--- src/common/cpu_pkg.sv ---
package cpu_pkg;

    localparam int data_width = 8;
    localparam int addr_width = 16;
    localparam int reg_index_width = 3;

    // Index 6 is the (HL) operand in the opcode and is not a register
    localparam logic [reg_index_width-1:0] reg_b = 3'd0;
    localparam logic [reg_index_width-1:0] reg_c = 3'd1;
    localparam logic [reg_index_width-1:0] reg_d = 3'd2;
    localparam logic [reg_index_width-1:0] reg_e = 3'd3;
    localparam logic [reg_index_width-1:0] reg_h = 3'd4;
    localparam logic [reg_index_width-1:0] reg_l = 3'd5;
    localparam logic [reg_index_width-1:0] reg_a = 3'd7;

    // Same encoding as opcode bits 5:3
    localparam logic [2:0] alu_add = 3'd0;
    localparam logic [2:0] alu_adc = 3'd1;
    localparam logic [2:0] alu_sub = 3'd2;
    localparam logic [2:0] alu_sbc = 3'd3;
    localparam logic [2:0] alu_and = 3'd4;
    localparam logic [2:0] alu_xor = 3'd5;
    localparam logic [2:0] alu_or  = 3'd6;
    localparam logic [2:0] alu_cp  = 3'd7;

    localparam int flag_z_bit = 3;
    localparam int flag_n_bit = 2;
    localparam int flag_h_bit = 1;
    localparam int flag_c_bit = 0;

    localparam logic [1:0] cond_nz = 2'd0;
    localparam logic [1:0] cond_z  = 2'd1;
    localparam logic [1:0] cond_nc = 2'd2;
    localparam logic [1:0] cond_c  = 2'd3;

    localparam logic [data_width-1:0] op_jp   = 8'hC3;
    localparam logic [data_width-1:0] op_halt = 8'h76;

    typedef union packed {
        struct packed {
            logic [1:0] group;
            logic [2:0] dst;
            logic [2:0] src;
        } reg_view;
        struct packed {
            logic [2:0] prefix;   // 110 for JP cc,nn
            logic [1:0] cond;
            logic [2:0] low;      // 010 for JP cc,nn
        } cond_view;
    } opcode_t;

endpackage

--- src/execute/alu.sv ---
module alu (
    input  logic [cpu_pkg::data_width-1:0] operand_a,
    input  logic [cpu_pkg::data_width-1:0] operand_b,
    input  logic [2:0]                     alu_op,
    input  logic                           carry_in,
    output logic [cpu_pkg::data_width-1:0] result,
    output logic [3:0]                     flags_out
);
    import cpu_pkg::*;

    logic carry;
    logic [data_width:0] add_full;
    logic [data_width:0] sub_full;
    logic [4:0] add_half;
    logic [4:0] sub_half;
    logic [data_width-1:0] value;

    assign carry = carry_in && (alu_op == alu_adc || alu_op == alu_sbc);

    // Top bit is the carry, or the borrow on subtraction
    assign add_full = {1'b0, operand_a} + {1'b0, operand_b} + (data_width + 1)'(carry);
    assign sub_full = {1'b0, operand_a} - {1'b0, operand_b} - (data_width + 1)'(carry);
    assign add_half = {1'b0, operand_a[3:0]} + {1'b0, operand_b[3:0]} + 5'(carry);
    assign sub_half = {1'b0, operand_a[3:0]} - {1'b0, operand_b[3:0]} - 5'(carry);

    always_comb
    begin
        flags_out = '0;
        case (alu_op)
            alu_add, alu_adc:
            begin
                value = add_full[data_width-1:0];
                flags_out[flag_h_bit] = add_half[4];
                flags_out[flag_c_bit] = add_full[data_width];
            end
            alu_sub, alu_sbc, alu_cp:
            begin
                value = sub_full[data_width-1:0];
                flags_out[flag_n_bit] = 1'b1;
                flags_out[flag_h_bit] = sub_half[4];
                flags_out[flag_c_bit] = sub_full[data_width];
            end
            alu_and:
            begin
                value = operand_a & operand_b;
                flags_out[flag_h_bit] = 1'b1;
            end
            alu_xor: value = operand_a ^ operand_b;
            alu_or:  value = operand_a | operand_b;
        endcase
        flags_out[flag_z_bit] = (value == '0);
        result = (alu_op == alu_cp) ? operand_a : value; // CP only sets flags
    end

endmodule

--- src/execute/execute_stage.sv ---
module execute_stage (
    input  logic                                 clock,
    input  logic                                 rst_n,
    input  logic                                 issue_valid,
    input  logic [2:0]                           issue_alu_op,
    input  logic                                 issue_use_alu,
    input  logic [cpu_pkg::data_width-1:0]       issue_operand_a,
    input  logic [cpu_pkg::data_width-1:0]       issue_operand_b,
    input  logic                                 issue_write_reg,
    input  logic [cpu_pkg::reg_index_width-1:0] issue_dest,
    input  logic                                 issue_store,
    input  logic [cpu_pkg::addr_width-1:0]       issue_store_address,
    input  logic                                 issue_jump,
    input  logic                                 issue_conditional,
    input  logic [1:0]                           issue_cond,
    input  logic [cpu_pkg::addr_width-1:0]       issue_target,
    output logic                                 wb_valid,
    output logic                                 wb_write_reg,
    output logic [cpu_pkg::reg_index_width-1:0] wb_dest,
    output logic [cpu_pkg::data_width-1:0]       wb_result,
    output logic                                 wb_store,
    output logic [cpu_pkg::addr_width-1:0]       wb_store_address,
    output logic                                 redirect,
    output logic [cpu_pkg::addr_width-1:0]       redirect_address
);
    import cpu_pkg::*;

    localparam logic [3:0] flags_reset = 4'(1 << flag_z_bit);

    logic [3:0] flags;
    logic [3:0] alu_flags;
    logic [data_width-1:0] alu_result;
    logic cond_true;

    alu alu_unit (
        .operand_a(issue_operand_a),
        .operand_b(issue_operand_b),
        .alu_op(issue_alu_op),
        .carry_in(flags[flag_c_bit]),
        .result(alu_result),
        .flags_out(alu_flags)
    );

    always_comb
    begin
        case (issue_cond)
            cond_nz: cond_true = !flags[flag_z_bit];
            cond_z:  cond_true = flags[flag_z_bit];
            cond_nc: cond_true = !flags[flag_c_bit];
            cond_c:  cond_true = flags[flag_c_bit];
        endcase
    end

    assign redirect = issue_valid && issue_jump && (!issue_conditional || cond_true);
    assign redirect_address = issue_target;

    always_ff @(posedge clock or negedge rst_n)
    begin
        if (!rst_n)
        begin
            flags <= flags_reset;
            wb_valid <= 1'b0;
            wb_write_reg <= 1'b0;
            wb_store <= 1'b0;
        end
        else
        begin
            wb_valid <= issue_valid;
            wb_write_reg <= issue_write_reg && !(issue_use_alu && issue_alu_op == alu_cp);
            wb_store <= issue_store;
            if (issue_valid && issue_use_alu)
                flags <= alu_flags;
        end
    end

    always_ff @(posedge clock)
    begin
        wb_dest <= issue_dest;
        wb_result <= issue_use_alu ? alu_result : issue_operand_b; // Load value or store data
        wb_store_address <= issue_store_address;
    end

    // Decode drops whatever sits behind a taken jump
    assert property (@(posedge clock) disable iff (!rst_n)
        redirect |=> !issue_valid && !redirect)
        else $error("item executed behind a taken jump");

endmodule

--- src/source/cpu_core.sv ---
module cpu_core #(
    parameter logic [cpu_pkg::addr_width-1:0] reset_address = '0
) (
    input  logic                           clock,
    input  logic                           rst_n,
    output logic [cpu_pkg::addr_width-1:0] mem_address,
    input  logic [cpu_pkg::data_width-1:0] mem_read_data,
    output logic [cpu_pkg::data_width-1:0] mem_write_data,
    output logic                           mem_nread,
    output logic                           mem_nwrite
);
    import cpu_pkg::*;

    logic fetch_valid;
    logic [data_width-1:0] fetch_opcode;
    logic [data_width-1:0] fetch_imm_low;
    logic [data_width-1:0] fetch_imm_high;
    logic [addr_width-1:0] fetch_address;
    logic fetch_read;
    logic decode_stall;
    logic bus_busy;
    logic redirect;
    logic [addr_width-1:0] redirect_address;

    logic issue_valid;
    logic [2:0] issue_alu_op;
    logic issue_use_alu;
    logic [data_width-1:0] issue_operand_a;
    logic [data_width-1:0] issue_operand_b;
    logic issue_write_reg;
    logic [reg_index_width-1:0] issue_dest;
    logic issue_store;
    logic [addr_width-1:0] issue_store_address;
    logic issue_jump;
    logic issue_conditional;
    logic [1:0] issue_cond;
    logic [addr_width-1:0] issue_target;

    logic wb_valid;
    logic wb_write_reg;
    logic [reg_index_width-1:0] wb_dest;
    logic [data_width-1:0] wb_result;
    logic wb_store;
    logic [addr_width-1:0] wb_store_address;

    // Register file write port
    logic reg_write;
    logic [reg_index_width-1:0] reg_write_index;
    logic [data_width-1:0] reg_write_data;

    fetch_stage #(.reset_address(reset_address)) fetch (.*);

    decode_stage decode (.*);

    execute_stage execute (.*);

    writeback_stage writeback (.*);

endmodule

--- src/source/decode_stage.sv ---
module decode_stage (
    input  logic                                 clock,
    input  logic                                 rst_n,
    input  logic                                 fetch_valid,
    input  logic [cpu_pkg::data_width-1:0]       fetch_opcode,
    input  logic [cpu_pkg::data_width-1:0]       fetch_imm_low,
    input  logic [cpu_pkg::data_width-1:0]       fetch_imm_high,
    input  logic                                 redirect,
    input  logic                                 reg_write,
    input  logic [cpu_pkg::reg_index_width-1:0] reg_write_index,
    input  logic [cpu_pkg::data_width-1:0]       reg_write_data,
    input  logic                                 wb_valid,
    input  logic                                 wb_write_reg,
    input  logic [cpu_pkg::reg_index_width-1:0] wb_dest,
    output logic                                 decode_stall,
    output logic                                 issue_valid,
    output logic [2:0]                           issue_alu_op,
    output logic                                 issue_use_alu,
    output logic [cpu_pkg::data_width-1:0]       issue_operand_a,
    output logic [cpu_pkg::data_width-1:0]       issue_operand_b,
    output logic                                 issue_write_reg,
    output logic [cpu_pkg::reg_index_width-1:0] issue_dest,
    output logic                                 issue_store,
    output logic [cpu_pkg::addr_width-1:0]       issue_store_address,
    output logic                                 issue_jump,
    output logic                                 issue_conditional,
    output logic [1:0]                           issue_cond,
    output logic [cpu_pkg::addr_width-1:0]       issue_target
);
    import cpu_pkg::*;

    localparam logic [reg_index_width-1:0] mem_index = 3'd6;

    logic [data_width-1:0] regs [8];
    opcode_t op;
    logic src_is_mem;
    logic dst_is_mem;
    logic ld_imm;
    logic ld_reg;
    logic is_store;
    logic alu_reg;
    logic alu_imm;
    logic jp_cc;
    logic read_src;
    logic read_a;
    logic read_hl;

    assign op = fetch_opcode;
    assign src_is_mem = op.reg_view.src == mem_index;
    assign dst_is_mem = op.reg_view.dst == mem_index;
    assign ld_imm = op.reg_view.group == 2'b00 && src_is_mem && !dst_is_mem;
    assign ld_reg = op.reg_view.group == 2'b01 && !src_is_mem && !dst_is_mem;
    assign is_store = op.reg_view.group == 2'b01 && !src_is_mem && dst_is_mem;
    assign alu_reg = op.reg_view.group == 2'b10 && !src_is_mem;
    assign alu_imm = op.reg_view.group == 2'b11 && src_is_mem;
    assign jp_cc = op.cond_view.prefix == 3'b110 && op.cond_view.low == 3'b010;

    assign read_src = ld_reg || is_store || alu_reg;
    assign read_a = alu_reg || alu_imm;
    assign read_hl = is_store;  // Store address

    function automatic logic reads_reg(input logic [reg_index_width-1:0] index);
        return (read_src && index == op.reg_view.src) || (read_a && index == reg_a)
            || (read_hl && (index == reg_h || index == reg_l));
    endfunction

    // Hold the item until older writers to its operands have retired
    assign decode_stall = fetch_valid
        && ((issue_valid && issue_write_reg && reads_reg(issue_dest))
        || (wb_valid && wb_write_reg && reads_reg(wb_dest)));

    always_ff @(posedge clock or negedge rst_n)
    begin
        if (!rst_n)
        begin
            issue_valid <= 1'b0;
            for (int i = 0; i < 8; i++)
                regs[i] <= '0;
        end
        else
        begin
            issue_valid <= fetch_valid && !decode_stall && !redirect;
            if (reg_write)
                regs[reg_write_index] <= reg_write_data;
        end
    end

    always_ff @(posedge clock)
    begin
        issue_alu_op <= op.reg_view.dst;
        issue_use_alu <= alu_reg || alu_imm;
        issue_operand_a <= regs[reg_a];
        issue_operand_b <= (ld_imm || alu_imm) ? fetch_imm_low : regs[op.reg_view.src];
        issue_write_reg <= ld_imm || ld_reg || alu_reg || alu_imm;
        issue_dest <= (alu_reg || alu_imm) ? reg_a : op.reg_view.dst;
        issue_store <= is_store;
        issue_store_address <= {regs[reg_h], regs[reg_l]};
        issue_jump <= fetch_opcode == op_jp || jp_cc;
        issue_conditional <= jp_cc;
        issue_cond <= op.cond_view.cond;
        issue_target <= {fetch_imm_high, fetch_imm_low};
    end

    // Slot 6 is the memory operand, never a register
    assert property (@(posedge clock) disable iff (!rst_n)
        reg_write |-> reg_write_index != mem_index)
        else $error("register write to the memory operand slot");

endmodule

--- src/source/fetch_stage.sv ---
module fetch_stage #(
    parameter logic [cpu_pkg::addr_width-1:0] reset_address = '0
) (
    input  logic                            clock,
    input  logic                            rst_n,
    input  logic [cpu_pkg::data_width-1:0]  mem_read_data,
    input  logic                            bus_busy,
    input  logic                            decode_stall,
    input  logic                            redirect,
    input  logic [cpu_pkg::addr_width-1:0]  redirect_address,
    output logic [cpu_pkg::addr_width-1:0]  fetch_address,
    output logic                            fetch_read,
    output logic                            fetch_valid,
    output logic [cpu_pkg::data_width-1:0]  fetch_opcode,
    output logic [cpu_pkg::data_width-1:0]  fetch_imm_low,
    output logic [cpu_pkg::data_width-1:0]  fetch_imm_high
);
    import cpu_pkg::*;

    logic [addr_width-1:0] pc;
    logic [1:0] byte_count;
    logic [1:0] length;
    logic item_valid;
    logic halted;
    logic take_byte;
    logic last_byte;

    // Jumps carry an address, LD r,n and ALU A,n one immediate
    function automatic logic [1:0] inst_length(input logic [data_width-1:0] op);
        if (op == op_jp || (op[7:5] == 3'b110 && op[2:0] == 3'b010))
            return 2'd3;
        if (op[2:0] == 3'b110 && (op[7:6] == 2'b00 || op[7:6] == 2'b11))
            return 2'd2;
        return 2'd1;
    endfunction

    assign length = inst_length((byte_count == 2'd0) ? mem_read_data : fetch_opcode);
    assign last_byte = (byte_count == length - 2'd1);
    assign fetch_read = !halted && !(item_valid && decode_stall);
    assign take_byte = fetch_read && !bus_busy;
    assign fetch_address = pc;
    assign fetch_valid = item_valid && !redirect; // Item behind a taken jump

    always_ff @(posedge clock or negedge rst_n)
    begin
        if (!rst_n)
        begin
            pc <= reset_address;
            byte_count <= 2'd0;
            item_valid <= 1'b0;
            halted <= 1'b0;
        end
        else if (redirect)
        begin
            pc <= redirect_address;
            byte_count <= 2'd0;
            item_valid <= 1'b0;
            halted <= 1'b0;  // HALT fetched past the jump
        end
        else
        begin
            if (item_valid && !decode_stall)
                item_valid <= 1'b0;
            if (take_byte)
            begin
                pc <= pc + 1'b1;
                byte_count <= last_byte ? 2'd0 : byte_count + 2'd1;
                if (last_byte)
                    item_valid <= 1'b1;
                if (byte_count == 2'd0 && mem_read_data == op_halt)
                    halted <= 1'b1;
            end
        end
    end

    // Bytes land straight in the output item, the old one is gone by then
    always_ff @(posedge clock)
    begin
        if (take_byte && !redirect)
        begin
            case (byte_count)
                2'd0:    fetch_opcode <= mem_read_data;
                2'd1:    fetch_imm_low <= mem_read_data;
                default: fetch_imm_high <= mem_read_data;
            endcase
        end
    end

    // Nothing offered in the cycle after a redirect
    assert property (@(posedge clock) disable iff (!rst_n)
        redirect |=> !fetch_valid)
        else $error("fetch item offered across a redirect");

endmodule

--- src/source/writeback_stage.sv ---
module writeback_stage (
    input  logic                                 clock,
    input  logic                                 rst_n,
    input  logic                                 wb_valid,
    input  logic                                 wb_write_reg,
    input  logic [cpu_pkg::reg_index_width-1:0] wb_dest,
    input  logic [cpu_pkg::data_width-1:0]       wb_result,
    input  logic                                 wb_store,
    input  logic [cpu_pkg::addr_width-1:0]       wb_store_address,
    input  logic [cpu_pkg::addr_width-1:0]       fetch_address,
    input  logic                                 fetch_read,
    output logic                                 reg_write,
    output logic [cpu_pkg::reg_index_width-1:0] reg_write_index,
    output logic [cpu_pkg::data_width-1:0]       reg_write_data,
    output logic                                 bus_busy,
    output logic [cpu_pkg::addr_width-1:0]       mem_address,
    output logic [cpu_pkg::data_width-1:0]       mem_write_data,
    output logic                                 mem_nread,
    output logic                                 mem_nwrite
);
    import cpu_pkg::*;

    logic store_active;
    logic [addr_width-1:0] store_address;

    assign reg_write = wb_valid && wb_write_reg;
    assign reg_write_index = wb_dest;
    assign reg_write_data = wb_result;

    always_ff @(posedge clock or negedge rst_n)
    begin
        if (!rst_n)
            store_active <= 1'b0;
        else
            store_active <= wb_valid && wb_store;
    end

    always_ff @(posedge clock)
    begin
        if (wb_valid && wb_store)
        begin
            store_address <= wb_store_address;
            mem_write_data <= wb_result;
        end
    end

    // Store wins the bus, fetch waits a cycle
    assign bus_busy = store_active;
    assign mem_nwrite = !store_active;
    assign mem_nread = !(fetch_read && !store_active);
    assign mem_address = store_active ? store_address : fetch_address;

    assert property (@(posedge clock) disable iff (!rst_n)
        (wb_valid && wb_store) |=> mem_address == $past(wb_store_address)
        && mem_write_data == $past(wb_result))
        else $error("store cycle lost its address or data");

endmodule

--- config.mk ---
export PLATFORM = sky130hd
export DESIGN_NAME = cpu_core
export DESIGN_NICKNAME = d
export VERILOG_FILES = /design/src/common/cpu_pkg.sv /design/src/execute/alu.sv /design/src/execute/execute_stage.sv /design/src/source/cpu_core.sv /design/src/source/decode_stage.sv /design/src/source/fetch_stage.sv /design/src/source/writeback_stage.sv
export SDC_FILE = /design/constraint.sdc
export NUM_CORES = 1
export LEC_CHECK = 0
export ABC_AREA = 0
export BUFFER_PORTS_ARGS = -buffer_cell sky130_fd_sc_hd__buf_4
export CORE_UTILIZATION = 36
export CTS_BUF_LIST = sky130_fd_sc_hd__clkbuf_8 sky130_fd_sc_hd__clkbuf_16
export CTS_CLUSTER_DIAMETER = 60
export DETAILED_ROUTE_END_ITERATION = 10
export GPL_TIMING_DRIVEN = 0
export PLACE_DENSITY = 0.63
export SLEW_MARGIN = 20
export SYNTH_ARGS = -nofsm -noshare
export SYNTH_HDL_FRONTEND = slang
export SYNTH_SLANG_ARGS = --single-unit
--- constraint.sdc ---
create_clock -name clock -period 2.9 [get_ports clock]
set_input_delay 0.435 -clock clock [delete_from_list [all_inputs] [get_ports clock]]
set_output_delay 0.435 -clock clock [all_outputs]
set_load 0.01 [all_outputs]
==> summary.md <==
| Metric | Value |
|---|---|
| Syn. warnings | 0 |
| Layout cells sized above 1 | 27.7% |
| DRC | 0 |
| Hold Path Class | in2async |
| Total power | 14.2 mW |
| Cell Pwr Density | 1220 mW/mm^2 |
| Routed Antenna Nets | 0 |
| Most area-hungry cell type in the Yosys netlist | dfrtp_1 |
| Synth async-reset ratio | 40.4% |
| Maximum clock frequency | 0.351 GHz |
| Final setup skew | 0.0185 ns |
| Critical Path RT | 2.47 ns |
| Die ar. | 0.0278 mm^2 |
| Measured slew at the worst slew-check pin | 0.922 ns |
| Multi-input logic area | 0.00420 mm^2 |
| Total congestion overflow | 0 |
| Top cell type's share of synthesized area | 23.1% |
| Worst EP arrival | 2.41 ns |
| Initial core utilization | 37.1% |
| Placed inst area | 0.0105 mm^2 |
| Worst hold margin | 0.00860 ns |
| Max Cap Viol | 0 |
| Die W | 167 um |
| Synth top cells by count | dfrtp_1, dfxtp_1, mux2_2 |
| Syn Area/Cell | 12.2 um^2 |
| Setup ws final | 0.0512 ns |
| Final setup vio count | 0 |
| Tot GR Track Use | 16.6% |
| H-tree Lvls | 1 |
| Cells after DPL | 1170 |
| Crit end category | output pin |
| CTS tree | yes |
| CTS Buf Count | 24 |
| Peak VDD IR | 0.431 mV |
| Fin cells | 1230 |
| Synth area leaders | dfrtp_1, dfxtp_1, edfxtp_1, mux2_2, ha_1 |
| WL final | 22600 um |
| CP Class | reg2out |
| DR iter-0 viols | 488 |
| Final Critical Period | 2.85 ns |
| Register with the most flip-flops | decode.regs |
| Fin crit share | 98.2% |
| Largest register FFs | 64 |
| Cells after Synth | 800 |
| Routability cong. | 0.858 |
| #FFs+latches synth | 225 |
| Avg WL per Cell | 18.4 um |
| Status | complete, no violations |
| Mapped Nets | 848 |
| Initial DRT Pass Iterations | 5 |
| Synth cell types | 72 |
| Largest net degree at the start of global routing | 92 |
| Clk sinks | 225 |
| Die height | 167 um |
| Post-place setup slack | -0.628 ns |
| Most common cell in the synthesized netlist | dfrtp_1 |
| Critical path fanouts, max | 6 |
| Setup TNS | 0 ns |
| Drt via density | 5.18 |
| I/O pin cnt | 36 |
| Clk root buf | clkbuf_16 |
| Core area | 0.0264 mm^2 |
| Post-synth design cell area | 0.00976 mm^2 |
| Fillers | 2411 |
| RSZ-0062 raised after global routing | yes |
| Clock buffer depth | 3 |
| Worst-path clk slew | 0.06 ns |
| Utilization after layout | 44.2% |
| IO Port Bufs | 35 |
| Total Nets Final | 925 |
| First-pass GRT wire length | 36100 um |
| Final hold viol count | 0 |
| Sequential fraction of the synthesis area | 55.7% |
| Static leakage | 4.82 nW |
| Fin area | 0.0117 mm^2 |
| Hold buffers post-CTS | 0 |
| Vias in the first global route | 6307 |
| Slew Viols, Final | 0 |
| Post-synth EDFFs | 48 |
| Hpwl dp | 16000 um |
| Clock Latency Late Sink | 0.51 ns |
| Top FF cell, synth | dfrtp_1 |
| Relative slew slack | 38.3% |
| Floorplan row count | 59 |
| Reg area | 0.00545 mm^2 |
| Initial antenna violation count | 0 |
| Vias | 6368 |
| ANT cells | 0 |
| Setup crit start kind | register |
| Area Growth Syn to Fin | 19.3% |
cells by family (layout without fill, tap and decap cells):
family | Yosys count | after routing | share of synthesized area (%)
AND/OR/NAND/NOR | 197 | 197 | 10.6
multiplexers | 117 | 117 | 15.3
XOR/XNOR | 21 | 21 | 1.88
AO/OA/AOI/OAI | 128 | 128 | 8.33
adder cells (fa/ha/maj) | 38 | 38 | 5.18
buffers and inverters | 74 | 169 | 3.00
flip-flops | 225 | 225 | 55.7
worst max-delay path, cell delays in order (launching register included):
cell	delay (ns)
edfxtp_1	0.48
nor2b_2	0.24
nand3_4	0.13
o32a_4	0.40
a311oi_4	0.41
nor2_4	0.08
inv_4	0.07
buf_6	0.09
placed cells by master (no fill, tap or decap), types with 11 or more instances in the layout:
cell type and instances:
mux2i_1 13, dfxtp_1 84, dfrtp_1 90, nor2_1 40, clkbuf_1 16, clkbuf_16 28, or3_1 11, edfxtp_1 48
ha_1 33, nor3_1 11, xor2_1 11, nand2_1 53, nand3_1 16, inv_1 44, a21oi_1 28, mux2_2 86
mux4_2 16, o21ai_0 32, buf_4 53
routing by layer:
metal / vias up / global-route usage, % / part of all wire, %
met5: - / 0 / 0
met4: 0 / 4.63 / 1.6
met3: 23 / 2.40 / 4.2
met2: 179 / 26.3 / 46
met1: 3127 / 23.6 / 48
li1: 3039 / - / -
report_power, final:
group | internal, mW | total (mW) | switching [mW]
sequential | 4.49 | 5.43 | 0.942
clock | 2.01 | 3.22 | 1.22
combinational | 2.63 | 5.60 | 2.96
total | 9.13 | 14.2 | 5.12
repair_timing:
item / CTS / global route
setup buffers: 10 / 9
resized for setup: 30 / 27
endpoints found under the hold margin: 0 / 0
endpoints found under the setup margin: 30 / 28
pin swaps: 5 / 13
final timing paths:
| check | startpoint | end | slack, ns | cells after the start |
|---|---|---|---|---|
| max | fetch.fetch_opcode[7] | mem_nread | 0.05 | 7 |
| min | rst_n | decode.regs[49] | 0.009 | 1 |
| max reg2reg | decode.issue_alu_op[0] | execute.wb_result[6] | 0.11 | 14 |
| min reg2reg | decode.issue_store_address[1] | execute.wb_store_address[1] | 0.32 | 0 |
| max in group asynchronous | rst_n | decode.regs[48] | 2.29 | 1 |
| min in group clock | mem_read_data[5] | fetch.fetch_imm_high[5] | 0.15 | 1 |
cell type report:
cell class | count | area share [%]
sequential | 225 | 46.8
multi-input combinational | 501 | 36.0
clock buffer | 32 | 6.49
tap | 335 | 3.60
timing repair buffer | 54 | 3.54
inverter | 45 | 1.47
buffer | 26 | 1.14
clock inverter | 12 | 0.966
(Power assumes the default switching activity.)
